--- config.mk ---
export PLATFORM = sky130hd
export DESIGN_NAME = Backend
export DESIGN_NICKNAME = d
export VERILOG_FILES = /design/src/source/BackendPkg.sv /design/src/source/Rename.sv /design/src/source/IntIssueQueue.sv /design/src/source/Execute.sv /design/src/source/Rob.sv /design/src/source/Backend.sv
export VERILOG_INCLUDE_DIRS = /design/src /design/src/source
export SDC_FILE = /design/constraint.sdc
export NUM_CORES = 2
export LEC_CHECK = 0
export ABC_AREA = 0
export BUFFER_PORTS_ARGS = -buffer_cell sky130_fd_sc_hd__clkbuf_2
export CAP_MARGIN = 40
export CELL_PAD_IN_SITES_DETAIL_PLACEMENT = 0
export CELL_PAD_IN_SITES_GLOBAL_PLACEMENT = 1
export CORE_MARGIN = 8
export CORE_UTILIZATION = 56
export DETAILED_ROUTE_END_ITERATION = 12
export PLACE_DENSITY = 0.82
export SLEW_MARGIN = 0
export SYNTH_ARGS = -nofsm -noshare
export SYNTH_HDL_FRONTEND = slang
export SYNTH_SLANG_ARGS = --single-unit
--- constraint.sdc ---
create_clock -name clk -period 13.1 [get_ports clk]
set_input_delay 3.93 -clock clk [delete_from_list [all_inputs] [get_ports clk]]
set_output_delay 3.93 -clock clk [all_outputs]
set_load 0.02 [all_outputs]
--- src/source/backend_defs.svh ---
`ifndef BACKEND_DEFS_SVH
`define BACKEND_DEFS_SVH

// ---------------------------------------------------------------------------
// Datapath
// ---------------------------------------------------------------------------

`define BE_XLEN 32

// ---------------------------------------------------------------------------
// Register files and queues
// ---------------------------------------------------------------------------

// Register 0 is hardwired to zero
`define BE_ARCH_REGS 8
`define BE_PHYS_REGS 16

// Reorder buffer and integer issue queue
`define BE_ROB_DEPTH 8
`define BE_IQ_DEPTH 4

`endif

--- src/source/BackendPkg.sv ---
`default_nettype none
`include "backend_defs.svh"

package BackendPkg;

    // ------------------------------------------------------------------------
    // Operations and indices
    // ------------------------------------------------------------------------

    typedef enum logic [2:0] {
        AluAdd,
        AluSub,
        AluAnd,
        AluOr,
        AluXor,
        AluAddi
    } AluOp;

    typedef logic [$clog2(`BE_ARCH_REGS)-1:0] ArchIdx;
    typedef logic [$clog2(`BE_PHYS_REGS)-1:0] PhysIdx;
    typedef logic [$clog2(`BE_ROB_DEPTH)-1:0] RobIdx;

    // ------------------------------------------------------------------------
    // Bundles between pipeline blocks
    // ------------------------------------------------------------------------

    // As handed over by the front end
    typedef struct packed {
        AluOp       op;
        ArchIdx     rd;
        ArchIdx     rs1;
        ArchIdx     rs2;
        logic [7:0] imm;
    } FetchInst;

    typedef struct packed {
        AluOp       op;
        PhysIdx     prd;
        PhysIdx     prs1;
        PhysIdx     prs2;
        PhysIdx     oldPrd;
        ArchIdx     rd;
        logic [7:0] imm;
        RobIdx      robIdx;
    } RenamedInst;

    typedef struct packed {
        logic                valid;
        PhysIdx              prd;
        RobIdx               robIdx;
        logic [`BE_XLEN-1:0] result;
    } WbBundle;

    // oldPrd goes back to the free list on retire
    typedef struct packed {
        ArchIdx              rd;
        logic [`BE_XLEN-1:0] result;
        PhysIdx              oldPrd;
    } CommitBundle;

endpackage

`default_nettype wire

--- src/source/Rename.sv ---
`timescale 1ns/10ps
`default_nettype none
`include "backend_defs.svh"

module Rename (
    input  logic                   clk,
    input  logic                   arstN,
    input  BackendPkg::FetchInst   fetchInst,
    input  logic                   dispatchFire,
    input  BackendPkg::RobIdx      robTail,
    input  logic                   retireValid,
    input  BackendPkg::PhysIdx     retireOldPrd,
    output BackendPkg::RenamedInst renamed,
    output logic                   renameValid
);
    import BackendPkg::*;

    localparam int FreeDepth = `BE_PHYS_REGS - `BE_ARCH_REGS;
    localparam int FreePtrW  = $clog2(FreeDepth);

    PhysIdx              mapTable [`BE_ARCH_REGS];
    PhysIdx              freeList [FreeDepth];
    logic [FreePtrW-1:0] freeHead;
    logic [FreePtrW-1:0] freeTail;
    logic [FreePtrW:0]   freeCount;
    logic                needsReg;
    logic                popFree;
    logic                pushFree;

    function automatic logic [FreePtrW-1:0] nextPtr(input logic [FreePtrW-1:0] ptr);
        return (ptr == FreePtrW'(FreeDepth - 1)) ? '0 : ptr + 1'b1;
    endfunction

    assign needsReg    = fetchInst.rd != '0;
    assign renameValid = !needsReg || (freeCount != '0);
    assign popFree     = dispatchFire && needsReg;
    // p0 stays bound to r0 and never enters the list
    assign pushFree    = retireValid && (retireOldPrd != '0);

    always_comb begin
        renamed.op     = fetchInst.op;
        renamed.rd     = fetchInst.rd;
        renamed.imm    = fetchInst.imm;
        renamed.prs1   = mapTable[fetchInst.rs1];
        renamed.prs2   = mapTable[fetchInst.rs2];
        renamed.oldPrd = mapTable[fetchInst.rd];
        renamed.prd    = needsReg ? freeList[freeHead] : mapTable[fetchInst.rd];
        renamed.robIdx = robTail;
    end

    // ------------------------------------------------------------------------
    // Speculative map table
    // ------------------------------------------------------------------------

    always_ff @(posedge clk or negedge arstN) begin
        if (!arstN) begin
            for (int i = 0; i < `BE_ARCH_REGS; i++) begin
                mapTable[i] <= PhysIdx'(i);
            end
        end else if (popFree) begin
            mapTable[fetchInst.rd] <= freeList[freeHead];
        end
    end

    // ------------------------------------------------------------------------
    // Free list
    // ------------------------------------------------------------------------

    always_ff @(posedge clk or negedge arstN) begin
        if (!arstN) begin
            for (int i = 0; i < FreeDepth; i++) begin
                freeList[i] <= PhysIdx'(`BE_ARCH_REGS + i);
            end
            freeHead  <= '0;
            freeTail  <= '0;
            freeCount <= (FreePtrW+1)'(FreeDepth);
        end else begin
            if (popFree) begin
                freeHead <= nextPtr(freeHead);
            end
            if (pushFree) begin
                freeList[freeTail] <= retireOldPrd;
                freeTail           <= nextPtr(freeTail);
            end
            case ({pushFree, popFree})
                2'b10:   freeCount <= freeCount + 1'b1;
                2'b01:   freeCount <= freeCount - 1'b1;
                default: freeCount <= freeCount;
            endcase
        end
    end

    // Dispatch must have waited for a free register
    assert property (@(posedge clk) disable iff (!arstN)
        popFree |-> (freeCount != '0))
        else $error("Rename: free list popped while empty");

endmodule

`default_nettype wire

--- src/source/IntIssueQueue.sv ---
`timescale 1ns/10ps
`default_nettype none
`include "backend_defs.svh"

module IntIssueQueue (
    input  logic                   clk,
    input  logic                   arstN,
    input  logic                   dispatchFire,
    input  BackendPkg::RenamedInst renamed,
    input  BackendPkg::WbBundle    wb,
    output logic                   full,
    output logic                   issueValid,
    output BackendPkg::RenamedInst issueInst
);
    import BackendPkg::*;

    localparam int Depth = `BE_IQ_DEPTH;
    localparam int SelW  = $clog2(Depth);

    typedef struct packed {
        logic       valid;
        logic       src1Ready;
        logic       src2Ready;
        RenamedInst inst;
    } IqEntry;

    // Index 0 holds the oldest entry
    IqEntry                   entries     [Depth];
    IqEntry                   nextEntries [Depth];
    logic [`BE_PHYS_REGS-1:0] busy;
    logic [Depth-1:0]         canIssue;
    logic [SelW-1:0]          issueSel;

    function automatic logic wakes(input PhysIdx src, input WbBundle w);
        return w.valid && (w.prd == src);
    endfunction

    // ------------------------------------------------------------------------
    // Select oldest ready
    // ------------------------------------------------------------------------

    always_comb begin
        issueSel = '0;
        for (int i = 0; i < Depth; i++) begin
            canIssue[i] = entries[i].valid && entries[i].src1Ready && entries[i].src2Ready;
        end
        for (int i = Depth - 1; i >= 0; i--) begin
            if (canIssue[i]) issueSel = SelW'(i);
        end
    end

    assign issueValid = |canIssue;
    assign issueInst  = entries[issueSel].inst;
    assign full       = entries[Depth-1].valid;

    // ------------------------------------------------------------------------
    // Wakeup, collapse and allocate
    // ------------------------------------------------------------------------

    always_comb begin
        logic placed;
        nextEntries = entries;
        for (int i = 0; i < Depth; i++) begin
            if (wakes(entries[i].inst.prs1, wb)) nextEntries[i].src1Ready = 1'b1;
            if (wakes(entries[i].inst.prs2, wb)) nextEntries[i].src2Ready = 1'b1;
        end
        // Entries above the issued one slide down to keep age order
        for (int i = 0; i < Depth - 1; i++) begin
            if (issueValid && (i >= int'(issueSel))) nextEntries[i] = nextEntries[i+1];
        end
        if (issueValid) nextEntries[Depth-1].valid = 1'b0;
        placed = 1'b0;
        for (int i = 0; i < Depth; i++) begin
            if (dispatchFire && !placed && !nextEntries[i].valid) begin
                nextEntries[i].valid     = 1'b1;
                nextEntries[i].inst      = renamed;
                nextEntries[i].src1Ready = !busy[renamed.prs1] || wakes(renamed.prs1, wb);
                nextEntries[i].src2Ready = !busy[renamed.prs2] || wakes(renamed.prs2, wb);
                placed                   = 1'b1;
            end
        end
    end

    always_ff @(posedge clk or negedge arstN) begin
        if (!arstN) begin
            for (int i = 0; i < Depth; i++) begin
                entries[i] <= '0;
            end
        end else begin
            entries <= nextEntries;
        end
    end

    // One busy bit per physical register
    always_ff @(posedge clk or negedge arstN) begin
        if (!arstN) begin
            busy <= '0;
        end else begin
            if (wb.valid) busy[wb.prd] <= 1'b0;
            if (dispatchFire && (renamed.prd != '0)) busy[renamed.prd] <= 1'b1;
        end
    end

    // Per-entry ready flags must agree with the busy table
    assert property (@(posedge clk) disable iff (!arstN)
        issueValid |-> !busy[issueInst.prs1] && !busy[issueInst.prs2])
        else $error("IntIssueQueue: issued with a busy source");

endmodule

`default_nettype wire

--- src/source/Execute.sv ---
`timescale 1ns/10ps
`default_nettype none
`include "backend_defs.svh"

module Execute (
    input  logic                   clk,
    input  logic                   arstN,
    input  logic                   issueValid,
    input  BackendPkg::RenamedInst issueInst,
    output BackendPkg::WbBundle    wb
);
    import BackendPkg::*;

    logic [`BE_XLEN-1:0] regFile [`BE_PHYS_REGS];
    logic [`BE_XLEN-1:0] src1;
    logic [`BE_XLEN-1:0] src2;
    logic [`BE_XLEN-1:0] immExt;
    logic [`BE_XLEN-1:0] aluOut;
    logic                wbValid;
    PhysIdx              wbPrd;
    RobIdx               wbRobIdx;
    logic [`BE_XLEN-1:0] wbResult;

    // ------------------------------------------------------------------------
    // Register read and ALU
    // ------------------------------------------------------------------------

    assign src1   = (issueInst.prs1 == '0) ? '0 : regFile[issueInst.prs1];
    assign src2   = (issueInst.prs2 == '0) ? '0 : regFile[issueInst.prs2];
    assign immExt = {{(`BE_XLEN-8){issueInst.imm[7]}}, issueInst.imm};

    always_comb begin
        case (issueInst.op)
            AluAdd:  aluOut = src1 + src2;
            AluSub:  aluOut = src1 - src2;
            AluAnd:  aluOut = src1 & src2;
            AluOr:   aluOut = src1 | src2;
            AluXor:  aluOut = src1 ^ src2;
            AluAddi: aluOut = src1 + immExt;
            default: aluOut = '0;
        endcase
    end

    // ------------------------------------------------------------------------
    // Writeback stage
    // ------------------------------------------------------------------------

    always_ff @(posedge clk or negedge arstN) begin
        if (!arstN) begin
            wbValid <= 1'b0;
        end else begin
            wbValid <= issueValid;
        end
    end

    // rd 0 results are architecturally zero
    always_ff @(posedge clk) begin
        wbPrd    <= issueInst.prd;
        wbRobIdx <= issueInst.robIdx;
        wbResult <= (issueInst.prd == '0) ? '0 : aluOut;
    end

    always_ff @(posedge clk) begin
        if (wbValid && (wbPrd != '0)) begin
            regFile[wbPrd] <= wbResult;
        end
    end

    assign wb = '{valid: wbValid, prd: wbPrd, robIdx: wbRobIdx, result: wbResult};

endmodule

`default_nettype wire

--- src/source/Rob.sv ---
`timescale 1ns/10ps
`default_nettype none
`include "backend_defs.svh"

module Rob (
    input  logic                    clk,
    input  logic                    arstN,
    input  logic                    dispatchFire,
    input  BackendPkg::RenamedInst  renamed,
    input  BackendPkg::WbBundle     wb,
    output BackendPkg::RobIdx       robTail,
    output logic                    full,
    output logic                    commitValid,
    output BackendPkg::CommitBundle commit,
    input  logic                    commitReady,
    output logic                    retireValid
);
    import BackendPkg::*;

    localparam int Depth = `BE_ROB_DEPTH;

    logic [Depth-1:0]       done;
    ArchIdx                 entryRd     [Depth];
    PhysIdx                 entryOldPrd [Depth];
    logic [`BE_XLEN-1:0]    entryResult [Depth];
    RobIdx                  head;
    RobIdx                  tail;
    logic [$clog2(Depth):0] count;
    int                     wbOffset;

    function automatic RobIdx nextIdx(input RobIdx idx);
        return (idx == RobIdx'(Depth - 1)) ? '0 : idx + 1'b1;
    endfunction

    assign robTail     = tail;
    assign full        = count == ($clog2(Depth)+1)'(Depth);
    assign commitValid = (count != '0) && done[head];
    assign retireValid = commitValid && commitReady;
    assign commit      = '{rd: entryRd[head], result: entryResult[head],
                           oldPrd: entryOldPrd[head]};

    // ------------------------------------------------------------------------
    // Pointers and status
    // ------------------------------------------------------------------------

    always_ff @(posedge clk or negedge arstN) begin
        if (!arstN) begin
            head  <= '0;
            tail  <= '0;
            count <= '0;
            done  <= '0;
        end else begin
            if (dispatchFire) begin
                done[tail] <= 1'b0;
                tail       <= nextIdx(tail);
            end
            if (wb.valid) done[wb.robIdx] <= 1'b1;
            if (retireValid) head <= nextIdx(head);
            case ({dispatchFire, retireValid})
                2'b10:   count <= count + 1'b1;
                2'b01:   count <= count - 1'b1;
                default: count <= count;
            endcase
        end
    end

    // Entry payload
    always_ff @(posedge clk) begin
        if (dispatchFire) begin
            entryRd[tail]     <= renamed.rd;
            entryOldPrd[tail] <= renamed.oldPrd;
        end
        if (wb.valid) entryResult[wb.robIdx] <= wb.result;
    end

    // Distance of the writeback slot from the head
    always_comb begin
        if (wb.robIdx >= head) wbOffset = int'(wb.robIdx) - int'(head);
        else wbOffset = int'(wb.robIdx) + Depth - int'(head);
    end

    assert property (@(posedge clk) disable iff (!arstN)
        wb.valid |-> (wbOffset < int'(count)))
        else $error("Rob: writeback to an entry that is not allocated");

endmodule

`default_nettype wire

--- src/source/Backend.sv ---
`timescale 1ns/10ps
`default_nettype none
`include "backend_defs.svh"

module Backend (
    input  logic                 clk,
    input  logic                 arstN,
    input  logic                 fetchValid,
    input  BackendPkg::FetchInst fetchInst,
    output logic                 fetchReady,
    output logic                 commitValid,
    output BackendPkg::ArchIdx   commitRd,
    output logic [`BE_XLEN-1:0]  commitResult,
    input  logic                 commitReady
);
    import BackendPkg::*;

    RenamedInst  renamed;
    RenamedInst  issueInst;
    WbBundle     wb;
    CommitBundle commitBundle;
    RobIdx       robTail;
    logic        renameValid;
    logic        dispatchFire;
    logic        robFull;
    logic        iqFull;
    logic        issueValid;
    logic        retireValid;

    // ------------------------------------------------------------------------
    // Dispatch control
    // ------------------------------------------------------------------------

    // One instruction enters rename, ROB and issue queue together
    assign dispatchFire = fetchValid && renameValid && !robFull && !iqFull;
    assign fetchReady   = dispatchFire;

    assign commitRd     = commitBundle.rd;
    assign commitResult = commitBundle.result;

    Rename rename (.*,
                   .retireOldPrd(commitBundle.oldPrd));

    IntIssueQueue intIssueQueue (.*,
                                 .full(iqFull));

    Execute execute (.*);

    Rob rob (.*,
             .full(robFull),
             .commit(commitBundle));

endmodule

`default_nettype wire

==> flow_metrics.py <==
metrics = {
    "floorplan": {
        "die_area_um2": 105000,
        "coreArea_um2": 94400,
        "rows": 113,
        "dieHeight_um": 324,
        "start_util_pct": 56.2,
        "die_w_um": 324,
        "ioPinCount": 61,
    },
    "cells_and_area": {
        "layout-drive-gt1-share_pct": 16.0,
        "final_util_pct": 61.9,
        "instances_no_fill": 5833,
        "multiInputGateArea_um2": 21200,
        "regArea_um2": 30200,
        "antenna_cells": 0,
        "fillers": 7351,
        "syn_to_final_growth_pct": 10.2,
        "fin_nets": 4615,
    },
    "yosys": {
        "yosys.area.top_type": "edfxtp_1",
        "yosys_warnings": 0,
        "synthArstFlopShare_pct": 21.3,
        "ys_types": 97,
        "syn-instance-count": 4547,
        "seq_area_frac_synth_pct": 57.0,
        "synth-edff-count": 792,
        "yosys.area.top_type_share_pct": 44.8,
        "ys.flop_type": "edfxtp_1",
        "synth_area_leaders": "edfxtp_1 45%, dfrtp_1 9.1%, nand2_1 5.4%",
        "ys_ff_latch": 1056,
        "syn_area_per_cell_um2": 11.7,
        "synth_fp_nets": 4684,
        "syn-cell-area_um2": 53100,
    },
    "sta": {
        "fin_crit_ns": 9.61,
        "maxSlewHeadroom_pct": 37.7,
        "min_period_over_period_pct": 73.3,
        "max_slew.worst_pin.slew_ns": 0.932,
        "clock.fmax_mhz": 104,
        "fin_tns_setup_ns": 0,
        "finalHoldViolations": 0,
        "slew_viol_final": 0,
        "rsz0062_at_grt": "no",
        "finClkSkew_ns": 0.0264,
        "setup_viol": 0,
        "hold_ws_ns": 0.455,
    },
    "global_route": {
        "grt_max_degree": 164,
        "antenna_found_initial": 1,
        "grt.total_usage_pct": 28.7,
        "overflow": 0,
        "grt_pass1_vias": 37100,
        "grt_pass1_wl_um": 229000,
    },
    "run": {
        "maxCapViolCount": 0,
    },
    "routing": {
        "via_per_inst": 6.48,
        "drt_iter0_markers": 4006,
        "wl_um": 153000,
        "vias": 37800,
        "routedWlPerCell_um": 26.2,
        "drc": 0,
        "drtAntennaViolNets": 0,
        "detail_route.first_pass.iterations": 6,
    },
    "placement": {
        "port_buffers": 60,
        "gp_congestion": 0.878,
        "dp_cells": 5633,
        "dp_hpwl_um": 90000,
    },
    "setup_path": {
        "worstPathCellList": "clkbuf_2 -> or3_1 -> nand2_1 -> nand4b_1 -> clkinv_1 -> clkbuf_2",
        "critPathMaxFanout": 28,
        "cpMaxStageDelayCell": "clkbuf_2",
        "cpLargestDelayFamily": "buffers and inverters",
        "max_stage_delay_ns": 0.49,
        "path_common_cell": "clkbuf_2",
        "worstPathArrival_ns": 5.68,
        "crit_buf_inv": 3,
        "path_class": "input pin to output pin",
        "start_kind": "input pin",
        "end_kind": "output pin",
        "worstPathRequired_ns": 9.17,
    },
    "clock_network": {
        "root_buffer": "clkbuf_16",
        "numCtsBuffers": 108,
        "cts.htree.levels": 3,
        "cts_tree": "yes",
        "ctsHoldBuffers": 0,
        "cts_max_path_buffers": 3,
        "path_clk_slew_ns": 0.06,
        "clock-sinks": 1056,
        "clock_latency_ns": 0.69,
        "cts_setup_buffers": 0,
        "cts_resized": 0,
    },
    "run_status": {
        "status": "finished clean",
    },
    "hold_path": {
        "min-delay-path-class": "flop to flop",
    },
}
final timing paths:
path | cells past startpoint | from | to | slack (ns)
worst min-delay path | 0 | rename.mapTable[30]$_DFFE_PN0P_ | rename.mapTable[30]$_DFFE_PN0P_ | 0.46
max in group asynchronous | 2 | arstN | intIssueQueue.entries[76]$_DFFE_PN0P_ | 8.37
worst min register to register | 0 | rename.mapTable[30]$_DFFE_PN0P_ | rename.mapTable[30]$_DFFE_PN0P_ | 0.46
worst max-delay path | 6 | fetchInst[15] | fetchReady | 3.49
min in group asynchronous | 1 | arstN | rename.freeTail[2]$_DFFE_PN0P_ | 3.27
worst max register to register | 28 | intIssueQueue.entries[143]$_DFF_PN0_ | execute.wbResult[26]$_SDFF_PN0_ | 4.07
routing by layer:
layer	share of wire (%)	up-vias	global-route usage [%]
met4	4.6	0	12.2
met2	47	1721	46.7
met3	7.9	371	3.82
met1	40	18900	38.9
li1	-	16900	-
met5	0	-	0
placed cells by master (no fill, tap or decap), types with 37 or more instances in the layout:
cell       count
a311oi_1      45
a21oi_1      174
inv_1        100
xnor2_1       37
edfxtp_1     792
clkbuf_2      59
nor2_1       238
mux2i_1      116
dfrtp_1      189
and2_1       150
dfxtp_1       39
a221oi_1      58
a31oi_1      164
buf_4         98
nor3_1        42
and3_1        43
mux2_2       148
o22ai_1       56
a211oi_1     143
o21ai_0      168
nand3_1       78
nand2_1      760
ha_1         110
mux4_2       111
clkbuf_16    111
state kept, by name, indices dropped and copies added, names as in the netlist, 4 cells and up:
signal,flops
execute.regFile,480
rob.entryResult,256
intIssueQueue.entries,115
execute.wbResult,32
rename.freeList,32
rename.mapTable,32
rob.entryOldPrd,32
rob.entryRd,24
intIssueQueue.busy,16
rob.done,8
execute.wbPrd,4
rename.freeCount,4
rob.count,4
Yosys cell counts, drive strengths merged (111+ instances only):
| master | number |
|---|---|
| and2 | 151 |
| nor2 | 267 |
| a21oi | 176 |
| a31oi | 169 |
| clkbuf | 251 |
| mux2i | 117 |
| mux2 | 152 |
| o21ai | 171 |
| a211oi | 146 |
| edfxtp | 792 |
| mux4 | 111 |
| nand2 | 765 |
| dfrtp | 192 |
worst reg2reg max path, delay by kind of cell (launching register included):
family,cells,cell delay (ns)
AND/OR/NAND/NOR,10,3.72
AO/OA/AOI/OAI,14,3.41
buffers and inverters,2,0.94
flip-flops,1,0.38
adder cells (fa/ha/maj),1,0.28
XOR/XNOR,1,0.13
kinds of logic after synthesis:
logic type                 after synthesis  synth area share (%)
and+or+nand+nor                       1460                  12.4
muxes                                  380                  10.2
AOI/OAI and AO/OA                     1006                  12.8
xor gates and xnor gates                73                  1.23
adders and majority gates              113                  2.71
DFF                                   1056                  57.0
buffers and inverters                  459                  3.76
final cells by class:
class | count | area share, %
Tap cell | 1265 | 2.71
Sequential cell | 1056 | 51.7
Clock buffer | 135 | 4.99
Inverter | 101 | 0.649
Timing Repair Buffer | 179 | 2.44
Clock inverter | 65 | 1.24
Multi-Input combinational cell | 3032 | 36.2
metrics by stage:
stage / setup slack (ns) / area [um^2]
finish: 3.49 / 58500
global route: 3.41 / 58500
CTS: 3.54 / 58500
detailed placement: 3.56 / 54800
global placement: 3.59 / 54500
floorplan: 4.27 / 53100
Power is not shown: default switching activity piles up to over one toggle a cycle in this logic, so the estimate is an artifact.
